==> src/cpu_pkg.sv <==
package cpu_pkg;

    localparam int XLEN      = 32;
    localparam int NUM_LREGS = 32;
    localparam int LREG_W    = 5;
    localparam int ROB_DEPTH = 8;
    localparam int TAG_W     = 3;
    localparam int RS_DEPTH  = 4;
    localparam int RS_IDX_W  = 2;

    localparam logic [6:0] OPC_OP     = 7'b0110011;
    localparam logic [6:0] OPC_OP_IMM = 7'b0010011;
    localparam logic [6:0] F7_ALT     = 7'b0100000; // sub / sra / srai

    typedef enum logic [3:0] {
        ALU_ADD,
        ALU_SUB,
        ALU_SLL,
        ALU_SLT,
        ALU_SLTU,
        ALU_XOR,
        ALU_SRL,
        ALU_SRA,
        ALU_OR,
        ALU_AND
    } alu_op_e;

    typedef struct packed {
        logic [6:0]        funct7;
        logic [LREG_W-1:0] rs2;
        logic [LREG_W-1:0] rs1;
        logic [2:0]        funct3;
        logic [LREG_W-1:0] rd;
        logic [6:0]        opcode;
    } r_view_t;

    typedef struct packed {
        logic [11:0]       imm12;
        logic [LREG_W-1:0] rs1;
        logic [2:0]        funct3;
        logic [LREG_W-1:0] rd;
        logic [6:0]        opcode;
    } i_view_t;

    // same word, two field layouts
    typedef union packed {
        r_view_t r_view;
        i_view_t i_view;
    } inst_word_u;

    typedef struct packed {
        logic             ready;
        logic [TAG_W-1:0] tag;   // producer tag while not ready
        logic [XLEN-1:0]  value;
    } operand_t;

    typedef struct packed {
        logic              valid;
        alu_op_e           op;
        logic [LREG_W-1:0] rd;
        operand_t          src_a;
        operand_t          src_b;
        logic [TAG_W-1:0]  tag;
    } dispatch_t;

    typedef struct packed {
        logic             valid;
        logic [TAG_W-1:0] tag;
        logic [XLEN-1:0]  value;
    } result_t;

    typedef struct packed {
        logic              valid;
        logic [LREG_W-1:0] rd;
        logic [XLEN-1:0]   value;
    } commit_t;

endpackage

==> src/alu_station.sv <==
module alu_station (
    input  logic               clk,
    input  logic               arst_n,
    input  logic               accept,
    input  cpu_pkg::dispatch_t dispatch,
    output cpu_pkg::result_t   result,
    output logic               full
);

    // entries stay packed from slot 0, so slot 0 is the oldest
    cpu_pkg::dispatch_t ent [cpu_pkg::RS_DEPTH];
    cpu_pkg::dispatch_t wk  [cpu_pkg::RS_DEPTH + 1];
    cpu_pkg::dispatch_t nxt [cpu_pkg::RS_DEPTH];

    logic                         issue_hit;
    logic [cpu_pkg::RS_IDX_W-1:0] issue_idx;
    logic                         placed;

    function automatic logic [cpu_pkg::XLEN-1:0] alu_calc(
        input cpu_pkg::alu_op_e         op,
        input logic [cpu_pkg::XLEN-1:0] a,
        input logic [cpu_pkg::XLEN-1:0] b
    );
        logic [4:0] shamt;
        shamt = b[4:0];
        case (op)
            cpu_pkg::ALU_ADD:  return a + b;
            cpu_pkg::ALU_SUB:  return a - b;
            cpu_pkg::ALU_SLL:  return a << shamt;
            cpu_pkg::ALU_SLT:  return {{(cpu_pkg::XLEN - 1){1'b0}}, $signed(a) < $signed(b)};
            cpu_pkg::ALU_SLTU: return {{(cpu_pkg::XLEN - 1){1'b0}}, a < b};
            cpu_pkg::ALU_XOR:  return a ^ b;
            cpu_pkg::ALU_SRL:  return a >> shamt;
            cpu_pkg::ALU_SRA:  return $signed(a) >>> shamt;
            cpu_pkg::ALU_OR:   return a | b;
            cpu_pkg::ALU_AND:  return a & b;
            default:           return '0;
        endcase
    endfunction

    assign full = ent[cpu_pkg::RS_DEPTH - 1].valid;

    always_comb begin
        wk[cpu_pkg::RS_DEPTH] = '0;
        for (int i = 0; i < cpu_pkg::RS_DEPTH; i++) begin
            wk[i] = ent[i];
            // woken operands are captured at the edge
            if (result.valid && !ent[i].src_a.ready && ent[i].src_a.tag == result.tag) begin
                wk[i].src_a.ready = 1'b1;
                wk[i].src_a.value = result.value;
            end
            if (result.valid && !ent[i].src_b.ready && ent[i].src_b.tag == result.tag) begin
                wk[i].src_b.ready = 1'b1;
                wk[i].src_b.value = result.value;
            end
        end

        issue_hit = 1'b0;
        issue_idx = '0;
        for (int i = cpu_pkg::RS_DEPTH - 1; i >= 0; i--) begin
            if (ent[i].valid && ent[i].src_a.ready && ent[i].src_b.ready) begin
                issue_hit = 1'b1;
                issue_idx = i[cpu_pkg::RS_IDX_W-1:0]; // lowest slot wins
            end
        end

        for (int i = 0; i < cpu_pkg::RS_DEPTH; i++) begin
            if (issue_hit && i >= int'(issue_idx)) begin
                nxt[i] = wk[i + 1]; // close the gap
            end else begin
                nxt[i] = wk[i];
            end
        end

        placed = 1'b0;
        for (int i = 0; i < cpu_pkg::RS_DEPTH; i++) begin
            if (accept && !placed && !nxt[i].valid) begin
                nxt[i] = dispatch;
                placed = 1'b1;
            end
        end
    end

    always_ff @(posedge clk or negedge arst_n) begin
        if (!arst_n) begin
            for (int i = 0; i < cpu_pkg::RS_DEPTH; i++) begin
                ent[i].valid <= 1'b0;
            end
            result.valid <= 1'b0;
        end else begin
            ent          <= nxt;
            result.valid <= issue_hit;
            result.tag   <= ent[issue_idx].tag;
            result.value <= alu_calc(ent[issue_idx].op, ent[issue_idx].src_a.value,
                                     ent[issue_idx].src_b.value);
        end
    end

endmodule

==> src/arch_regfile.sv <==
module arch_regfile (
    input  logic                       clk,
    input  logic                       arst_n,
    input  logic [cpu_pkg::LREG_W-1:0] rs1,
    input  logic [cpu_pkg::LREG_W-1:0] rs2,
    output logic [cpu_pkg::XLEN-1:0]   arch_a,
    output logic [cpu_pkg::XLEN-1:0]   arch_b,
    input  cpu_pkg::commit_t           commit
);

    // x0 has no storage
    logic [cpu_pkg::XLEN-1:0] regs [1:cpu_pkg::NUM_LREGS-1];

    assign arch_a = (rs1 == '0) ? '0 : regs[rs1];
    assign arch_b = (rs2 == '0) ? '0 : regs[rs2];

    always_ff @(posedge clk or negedge arst_n) begin
        if (!arst_n) begin
            for (int i = 1; i < cpu_pkg::NUM_LREGS; i++) begin
                regs[i] <= '0;
            end
        end else if (commit.valid && commit.rd != '0) begin
            regs[commit.rd] <= commit.value; // writes to x0 dropped here
        end
    end

endmodule

==> src/cpu_core.sv <==
module cpu_core (
    input  logic                clk,
    input  logic                arst_n,
    input  logic                inst_valid,
    input  cpu_pkg::inst_word_u inst,
    output logic                dispatch_full,
    output cpu_pkg::commit_t    commit
);

    cpu_pkg::dispatch_t         dec_dispatch;
    cpu_pkg::dispatch_t         ren_dispatch;
    cpu_pkg::result_t           result;
    logic [cpu_pkg::LREG_W-1:0] rs1;
    logic [cpu_pkg::LREG_W-1:0] rs2;
    logic [cpu_pkg::XLEN-1:0]   arch_a;
    logic [cpu_pkg::XLEN-1:0]   arch_b;
    logic [cpu_pkg::TAG_W-1:0]  alloc_tag;
    logic [cpu_pkg::TAG_W-1:0]  commit_tag;
    logic [cpu_pkg::TAG_W-1:0]  lookup_tag_a;
    logic [cpu_pkg::TAG_W-1:0]  lookup_tag_b;
    logic                       rob_done_a;
    logic                       rob_done_b;
    logic [cpu_pkg::XLEN-1:0]   rob_value_a;
    logic [cpu_pkg::XLEN-1:0]   rob_value_b;
    logic                       rob_full;
    logic                       rs_full;
    logic                       accept;

    assign dispatch_full = rob_full | rs_full;
    assign accept        = dec_dispatch.valid & ~dispatch_full;

    inst_decode inst_decode_i (
        .inst_valid (inst_valid),
        .inst       (inst),
        .dispatch   (dec_dispatch),
        .rs1        (rs1),
        .rs2        (rs2)
    );

    rename_table rename_table_i (
        .clk          (clk),
        .arst_n       (arst_n),
        .accept       (accept),
        .dispatch_in  (dec_dispatch),
        .rs1          (rs1),
        .rs2          (rs2),
        .alloc_tag    (alloc_tag),
        .arch_a       (arch_a),
        .arch_b       (arch_b),
        .lookup_tag_a (lookup_tag_a),
        .lookup_tag_b (lookup_tag_b),
        .rob_done_a   (rob_done_a),
        .rob_value_a  (rob_value_a),
        .rob_done_b   (rob_done_b),
        .rob_value_b  (rob_value_b),
        .result       (result),
        .commit       (commit),
        .commit_tag   (commit_tag),
        .dispatch_out (ren_dispatch)
    );

    alu_station alu_station_i (
        .clk      (clk),
        .arst_n   (arst_n),
        .accept   (accept),
        .dispatch (ren_dispatch),
        .result   (result),
        .full     (rs_full)
    );

    reorder_buffer reorder_buffer_i (
        .clk          (clk),
        .arst_n       (arst_n),
        .accept       (accept),
        .rd           (dec_dispatch.rd),
        .lookup_tag_a (lookup_tag_a),
        .lookup_tag_b (lookup_tag_b),
        .rob_done_a   (rob_done_a),
        .rob_value_a  (rob_value_a),
        .rob_done_b   (rob_done_b),
        .rob_value_b  (rob_value_b),
        .result       (result),
        .alloc_tag    (alloc_tag),
        .full         (rob_full),
        .commit       (commit),
        .commit_tag   (commit_tag)
    );

    arch_regfile arch_regfile_i (
        .clk    (clk),
        .arst_n (arst_n),
        .rs1    (rs1),
        .rs2    (rs2),
        .arch_a (arch_a),
        .arch_b (arch_b),
        .commit (commit)
    );

endmodule

==> src/inst_decode.sv <==
module inst_decode (
    input  logic                       inst_valid,
    input  cpu_pkg::inst_word_u        inst,
    output cpu_pkg::dispatch_t         dispatch,
    output logic [cpu_pkg::LREG_W-1:0] rs1,
    output logic [cpu_pkg::LREG_W-1:0] rs2
);

    logic legal;

    // alt selects sub / sra
    function automatic cpu_pkg::alu_op_e map_op(input logic [2:0] funct3, input logic alt);
        case (funct3)
            3'b000:  return alt ? cpu_pkg::ALU_SUB : cpu_pkg::ALU_ADD;
            3'b001:  return cpu_pkg::ALU_SLL;
            3'b010:  return cpu_pkg::ALU_SLT;
            3'b011:  return cpu_pkg::ALU_SLTU;
            3'b100:  return cpu_pkg::ALU_XOR;
            3'b101:  return alt ? cpu_pkg::ALU_SRA : cpu_pkg::ALU_SRL;
            3'b110:  return cpu_pkg::ALU_OR;
            default: return cpu_pkg::ALU_AND;
        endcase
    endfunction

    always_comb begin
        dispatch = '0;
        legal    = 1'b0;
        rs1      = inst.r_view.rs1; // rs1 sits in the same place in both views
        rs2      = '0;
        case (inst.r_view.opcode)
            cpu_pkg::OPC_OP: begin
                rs2 = inst.r_view.rs2;
                legal = (inst.r_view.funct7 == '0) ||
                        (inst.r_view.funct7 == cpu_pkg::F7_ALT &&
                         (inst.r_view.funct3 == 3'b000 || inst.r_view.funct3 == 3'b101));
                dispatch.op = map_op(inst.r_view.funct3, inst.r_view.funct7[5]);
                dispatch.rd = inst.r_view.rd;
            end
            cpu_pkg::OPC_OP_IMM: begin
                case (inst.i_view.funct3)
                    3'b001:  legal = (inst.i_view.imm12[11:5] == '0);
                    3'b101:  legal = (inst.i_view.imm12[11:5] == '0) ||
                                     (inst.i_view.imm12[11:5] == cpu_pkg::F7_ALT);
                    default: legal = 1'b1;
                endcase
                dispatch.op = map_op(inst.i_view.funct3,
                                     inst.i_view.funct3 == 3'b101 && inst.i_view.imm12[10]);
                dispatch.rd = inst.i_view.rd;
                // immediate is already resolved
                dispatch.src_b.ready = 1'b1;
                dispatch.src_b.value = {{(cpu_pkg::XLEN - 12){inst.i_view.imm12[11]}},
                                        inst.i_view.imm12};
            end
            default: ;
        endcase
        dispatch.valid = inst_valid & legal;
    end

endmodule

==> src/rename_table.sv <==
module rename_table (
    input  logic                       clk,
    input  logic                       arst_n,
    input  logic                       accept,
    input  cpu_pkg::dispatch_t         dispatch_in,
    input  logic [cpu_pkg::LREG_W-1:0] rs1,
    input  logic [cpu_pkg::LREG_W-1:0] rs2,
    input  logic [cpu_pkg::TAG_W-1:0]  alloc_tag,
    input  logic [cpu_pkg::XLEN-1:0]   arch_a,
    input  logic [cpu_pkg::XLEN-1:0]   arch_b,
    output logic [cpu_pkg::TAG_W-1:0]  lookup_tag_a,
    output logic [cpu_pkg::TAG_W-1:0]  lookup_tag_b,
    input  logic                       rob_done_a,
    input  logic [cpu_pkg::XLEN-1:0]   rob_value_a,
    input  logic                       rob_done_b,
    input  logic [cpu_pkg::XLEN-1:0]   rob_value_b,
    input  cpu_pkg::result_t           result,
    input  cpu_pkg::commit_t           commit,
    input  logic [cpu_pkg::TAG_W-1:0]  commit_tag,
    output cpu_pkg::dispatch_t         dispatch_out
);

    logic [cpu_pkg::NUM_LREGS-1:0] busy;
    logic [cpu_pkg::TAG_W-1:0]     tag_map [cpu_pkg::NUM_LREGS];

    function automatic cpu_pkg::operand_t resolve(
        input logic                      busy_bit,
        input logic [cpu_pkg::TAG_W-1:0] map_tag,
        input logic [cpu_pkg::XLEN-1:0]  arch_val,
        input logic                      rob_done,
        input logic [cpu_pkg::XLEN-1:0]  rob_val,
        input cpu_pkg::result_t          res
    );
        cpu_pkg::operand_t opnd;
        opnd.tag   = map_tag;
        opnd.ready = 1'b1;
        if (!busy_bit) begin
            opnd.value = arch_val;
        end else if (rob_done) begin
            opnd.value = rob_val;
        end else if (res.valid && res.tag == map_tag) begin
            opnd.value = res.value; // result landing this cycle
        end else begin
            opnd.ready = 1'b0;
            opnd.value = '0;
        end
        return opnd;
    endfunction

    assign lookup_tag_a = tag_map[rs1];
    assign lookup_tag_b = tag_map[rs2];

    always_comb begin
        dispatch_out       = dispatch_in;
        dispatch_out.tag   = alloc_tag;
        dispatch_out.src_a = resolve(busy[rs1], tag_map[rs1], arch_a,
                                     rob_done_a, rob_value_a, result);
        if (!dispatch_in.src_b.ready) begin
            dispatch_out.src_b = resolve(busy[rs2], tag_map[rs2], arch_b,
                                         rob_done_b, rob_value_b, result);
        end
    end

    always_ff @(posedge clk or negedge arst_n) begin
        if (!arst_n) begin
            busy <= '0;
        end else begin
            // clear only if no younger writer took the register
            if (commit.valid && busy[commit.rd] && tag_map[commit.rd] == commit_tag) begin
                busy[commit.rd] <= 1'b0;
            end
            if (accept && dispatch_in.rd != '0) begin
                busy[dispatch_in.rd] <= 1'b1;
            end
        end
    end

    always_ff @(posedge clk) begin
        if (accept && dispatch_in.rd != '0) begin
            tag_map[dispatch_in.rd] <= alloc_tag;
        end
    end

endmodule

==> src/reorder_buffer.sv <==
module reorder_buffer (
    input  logic                       clk,
    input  logic                       arst_n,
    input  logic                       accept,
    input  logic [cpu_pkg::LREG_W-1:0] rd,
    input  logic [cpu_pkg::TAG_W-1:0]  lookup_tag_a,
    input  logic [cpu_pkg::TAG_W-1:0]  lookup_tag_b,
    output logic                       rob_done_a,
    output logic [cpu_pkg::XLEN-1:0]   rob_value_a,
    output logic                       rob_done_b,
    output logic [cpu_pkg::XLEN-1:0]   rob_value_b,
    input  cpu_pkg::result_t           result,
    output logic [cpu_pkg::TAG_W-1:0]  alloc_tag,
    output logic                       full,
    output cpu_pkg::commit_t           commit,
    output logic [cpu_pkg::TAG_W-1:0]  commit_tag
);

    logic [cpu_pkg::TAG_W-1:0]  head;
    logic [cpu_pkg::TAG_W-1:0]  tail;
    logic [cpu_pkg::TAG_W:0]    count;
    logic                       done    [cpu_pkg::ROB_DEPTH];
    logic [cpu_pkg::LREG_W-1:0] rd_q    [cpu_pkg::ROB_DEPTH];
    logic [cpu_pkg::XLEN-1:0]   value_q [cpu_pkg::ROB_DEPTH];
    logic                       retire;

    assign alloc_tag  = tail;
    assign commit_tag = head;
    assign full       = (count == (cpu_pkg::TAG_W + 1)'(cpu_pkg::ROB_DEPTH));
    assign retire     = (count != '0) && done[head];

    // operand lookups for rename
    assign rob_done_a  = done[lookup_tag_a];
    assign rob_value_a = value_q[lookup_tag_a];
    assign rob_done_b  = done[lookup_tag_b];
    assign rob_value_b = value_q[lookup_tag_b];

    always_comb begin
        commit.valid = retire;
        commit.rd    = rd_q[head];
        commit.value = value_q[head];
    end

    always_ff @(posedge clk or negedge arst_n) begin
        if (!arst_n) begin
            head  <= '0;
            tail  <= '0;
            count <= '0;
            for (int i = 0; i < cpu_pkg::ROB_DEPTH; i++) begin
                done[i] <= 1'b0;
            end
        end else begin
            if (accept) begin
                tail       <= tail + 1'b1; // wraps with the power-of-two depth
                done[tail] <= 1'b0;
            end
            if (result.valid) begin
                done[result.tag] <= 1'b1;
            end
            if (retire) begin
                head <= head + 1'b1;
            end
            case ({accept, retire})
                2'b10:   count <= count + 1'b1;
                2'b01:   count <= count - 1'b1;
                default: ;
            endcase
        end
    end

    always_ff @(posedge clk) begin
        if (accept) begin
            rd_q[tail] <= rd;
        end
        if (result.valid) begin
            value_q[result.tag] <= result.value;
        end
    end

endmodule

==> config.mk <==
export PLATFORM = sky130hd
export DESIGN_NAME = cpu_core
export DESIGN_NICKNAME = d
export VERILOG_FILES = /design/src/cpu_pkg.sv /design/src/alu_station.sv /design/src/arch_regfile.sv /design/src/cpu_core.sv /design/src/inst_decode.sv /design/src/rename_table.sv /design/src/reorder_buffer.sv
export SDC_FILE = /design/constraint.sdc
export NUM_CORES = 2
export LEC_CHECK = 0
export BUFFER_PORTS_ARGS = -buffer_cell sky130_fd_sc_hd__buf_2
export CAP_MARGIN = 5
export CORE_AREA = 10 10 461 463
export DETAILED_ROUTE_END_ITERATION = 16
export DIE_AREA = 0 0 471 473
export PLACE_DENSITY = 0.72
export REMOVE_ABC_BUFFERS = 1
export SKIP_LAST_GASP = 1
export SYNTH_ARGS = -nofsm -noshare
export SYNTH_HDL_FRONTEND = slang
export SYNTH_SLANG_ARGS = --single-unit
==> constraint.sdc <==
create_clock -name clk -period 7.8 [get_ports clk]
set_input_delay 0.78 -clock clk [delete_from_list [all_inputs] [get_ports clk]]
set_output_delay 0.78 -clock clk [all_outputs]
set_load 0.05 [all_outputs]
==> impl_metrics.json <==
{
  "slew_headroom": 0.0817,
  "grt_max_degree": 198,
  "timing.final.crit_share": 0.813,
  "synth_top_cell_by_area": "dfrtp_1",
  "yosys.cell_count.top_type": "nand2_1",
  "r2r_start": "alu_station_i.ent[329]$_DFFE_PP_",
  "drive_above_1_share": 0.136,
  "finalHoldViolCount": 0,
  "initial_core_util": 0.525,
  "tightest_slew_ns": 1.37,
  "p_total_mw": 40.4,
  "dp_cells": 13030,
  "clkTransAtPathRegs_ns": 0.06,
  "drtPass1Iterations": 9,
  "synth.distinct_cells": 98,
  "hp-class": "input pin to flip-flop",
  "drv_cap": 0,
  "ys_seq_elements": 1790,
  "nNetsFinal": 10680,
  "crit_type": "flip-flop to flip-flop",
  "p_int_mw": 23.8,
  "postCtsSetupRepairBufs": 0,
  "finClkSkew_ns": 0.0711,
  "htree_levels": 4,
  "port_buffers": 73,
  "crit_path_end_kind": "flip-flop",
  "p_seq_frac": 0.374,
  "max_freq_ghz": 0.158,
  "gp_congestion": 1.03,
  "p_leak_nw": 45.7,
  "peakVddDrop_mv": 0.343,
  "syn-cell-area_um2": 107000,
  "wirelength_um": 397000,
  "fp.dieArea_um2": 223000,
  "clockBufferDepth": 3,
  "syn2layout_area_growth_pct": 8.73,
  "clockPowerShare": 0.241,
  "die_y_um": 473,
  "path_max_fanout": 60,
  "critPathLaunchType": "flip-flop",
  "cts_resized": 0,
  "drtAntennaViolNets": 0,
  "drc": 0,
  "io_pins": 74,
  "yosys-top-cells-area": "dfrtp_1 (25%), edfxtp_1 (21%), mux4_2 (8.9%), nand2_1 (7.6%), o21ai_0 (6.4%)",
  "syn_inst": 11038,
  "cts.sinks": 1790,
  "rsz0062_at_grt": "false",
  "async_reset_ff_frac": 0.585,
  "dieWidth_um": 471,
  "grt_pass1_vias": 91396,
  "rows": 166,
  "synth_enable_flop_cells": 743,
  "antenna_found_initial": 19,
  "detailed_place_hpwl_um": 256000,
  "seq_area_frac_synth": 0.454,
  "grt_first_pass_wirelength_um": 591000,
  "coreArea_um2": 204000,
  "switching_share": 0.410,
  "insertion_delay_ns": 0.88,
  "setup_violations": 0,
  "switchingPower_mw": 16.6,
  "status": "complete, no violations",
  "syn_area_per_cell_um2": 9.68,
  "fin_cells": 13393,
  "drt_iter0_markers": 14624,
  "root_buffer": "clkbuf_16",
  "tritoncts": "done",
  "slew_violations": 0,
  "crit_arrival_ns": 6.93,
  "cts_buffers": 194,
  "vias": 93964,
  "worstHoldStart": "inst[11]",
  "grt-ovfl-total": 0,
  "cp-startpoint": "alu_station_i.ent[329]$_DFFE_PP_",
  "yosys_warnings": 0,
  "fin_crit_ns": 6.34,
  "viasPerCell": 7.02,
  "netlist_top_cells_count": "nand2_1 (2,158), o21ai_0 (1,364), dfrtp_1 (1,047)",
  "worstPathRequired_ns": 8.38,
  "power_density_nw_per_um2": 348,
  "synth_ff_type": "dfrtp_1",
  "synth.top_cell.area_share": 0.245,
  "p_comb_frac": 0.385,
  "grt_usage": 0.344,
  "wl_per_cell_um": 29.7
}
==> worst paths after layout <==
check                                                              to  slack, ns  depth (start not counted)
worst max-delay path            alu_station_i.result[0]$_SDFFCE_PN0P_       1.46                         17
worst min-delay path                rename_table_i.busy[11]$_DFF_PN0_       0.32                          4
worst max register to register  alu_station_i.result[0]$_SDFFCE_PN0P_       1.46                         17
worst min register to register   arch_regfile_i.regs[392]$_DFFE_PN0P_       0.50                          2
max in group asynchronous        arch_regfile_i.regs[249]$_DFFE_PN0P_       4.51                          4
min in group asynchronous            alu_station_i.ent[339]$_DFF_PN0_       0.54                          2
==> cells by family after synthesis <==
family          synth area share
compound gates             0.175
flops                      0.454
other cells            0.0000351
buf+inv                   0.0461
fa+ha+maj                 0.0125
mux                        0.164
simple gates               0.144
xor+xnor                 0.00393
==> area by class of cell <==
class	instances	area, um2
clock inverters	99	1230
clock buffers	258	5460
flip-flops and latches	1790	48500
multi-input cells	8023	54300
diodes	4	10.0
fillers	17133	87300
inverters	189	712
repair buffers	342	2610
well taps	2688	3360
==> registers in the layout, summed over array words and instances (netlist names) <==
name	cells
arch_regfile_i.regs	992
alu_station_i.ent	319
reorder_buffer_i.value_q	256
rename_table_i.tag_map	96
reorder_buffer_i.rd_q	40
alu_station_i.result	36
rename_table_i.busy	32
reorder_buffer_i.done	8
reorder_buffer_i.count	4
reorder_buffer_i.alloc_tag	3
reorder_buffer_i.commit_tag	3
alu_station_i.full	1
==> what timing repair did <==
action | 4_1_cts | 5_1_grt
hold buffers | 1 | 0
endpoints found under the hold margin | 18 | 0
setup endpoints to repair | 0 | 0
==> power by group through the flow <==
| stage | clock network (mW) | registers, mW | logic (mW) |
|---|---|---|---|
| floorplan | 0 | 14.5 | 9.82 |
| global placement | 0 | 15.0 | 14.7 |
| detailed placement | 0 | 15.2 | 15.1 |
| CTS | 9.74 | 15.0 | 15.2 |
| global route | 10.1 | 15.4 | 16.7 |
| finish | 9.74 | 15.1 | 15.6 |
==> per-layer routing <==
| metal | global-route usage | part of all wire | wire length, um |
|---|---|---|---|
| met5 | 0 | 0.00023 | 93 |
| met4 | 0.168 | 0.056 | 22400 |
| met3 | 0.107 | 0.14 | 54300 |
| met2 | 0.525 | 0.44 | 175000 |
| met1 | 0.446 | 0.37 | 145000 |
==> worst max-delay path, cell delays in order, from the launching register on <==
cell and delay, ns:
edfxtp_1 0.44, nand3_1 0.56, o211ai_1 0.22, a2111oi_0 0.55
a31o_2 0.25, buf_4 0.67, fa_1 0.33, a21o_1 0.17
nand4_1 0.15, nand4_1 0.18, a21oi_1 0.19, o31a_1 0.36
o31a_1 0.36, o211ai_1 0.19, o211ai_1 0.17, o31ai_1 0.49
a31oi_1 0.30, or4_1 0.46
==> placed cells by master (no fill, tap or decap), types with 52 or more instances in the layout <==
master and count:
nand2_1 2121, o21ai_0 1364, dfrtp_1 1045, edfxtp_1 743, mux2i_1 519, nor2_1 508
mux4_2 423, nand3_1 409, a21oi_1 405, buf_4 256, mux2_2 207, clkbuf_16 197
inv_1 180, o22ai_1 153, a221oi_1 136, a31oi_1 129, o211ai_1 126, o21ai_1 108
nor3_1 102, ha_1 102, a211oi_1 95, or3_1 68, buf_2 66, nand2b_1 60
o22a_1 60, nor2b_1 57, and3_1 54, and2_1 52
==> metrics by stage <==
step / TNS (ns) / util / cell area, um2 / setup slack [ns] / hold WS (ns)
floorplan: -1043.89 / - / 103000 / -7.41 / 0.458
global placement: 0 / 0.538 / 109000 / 1.64 / 0.475
detailed placement: 0 / 0.538 / 109000 / 1.59 / 0.485
CTS: 0 / 0.571 / 116000 / 1.56 / 0.273
global route: 0 / 0.571 / 116000 / 1.10 / 0.326
finish: 0 / 0.571 / 116000 / 1.46 / 0.317
No activity file was read; power rests on OpenSTA's default activity.
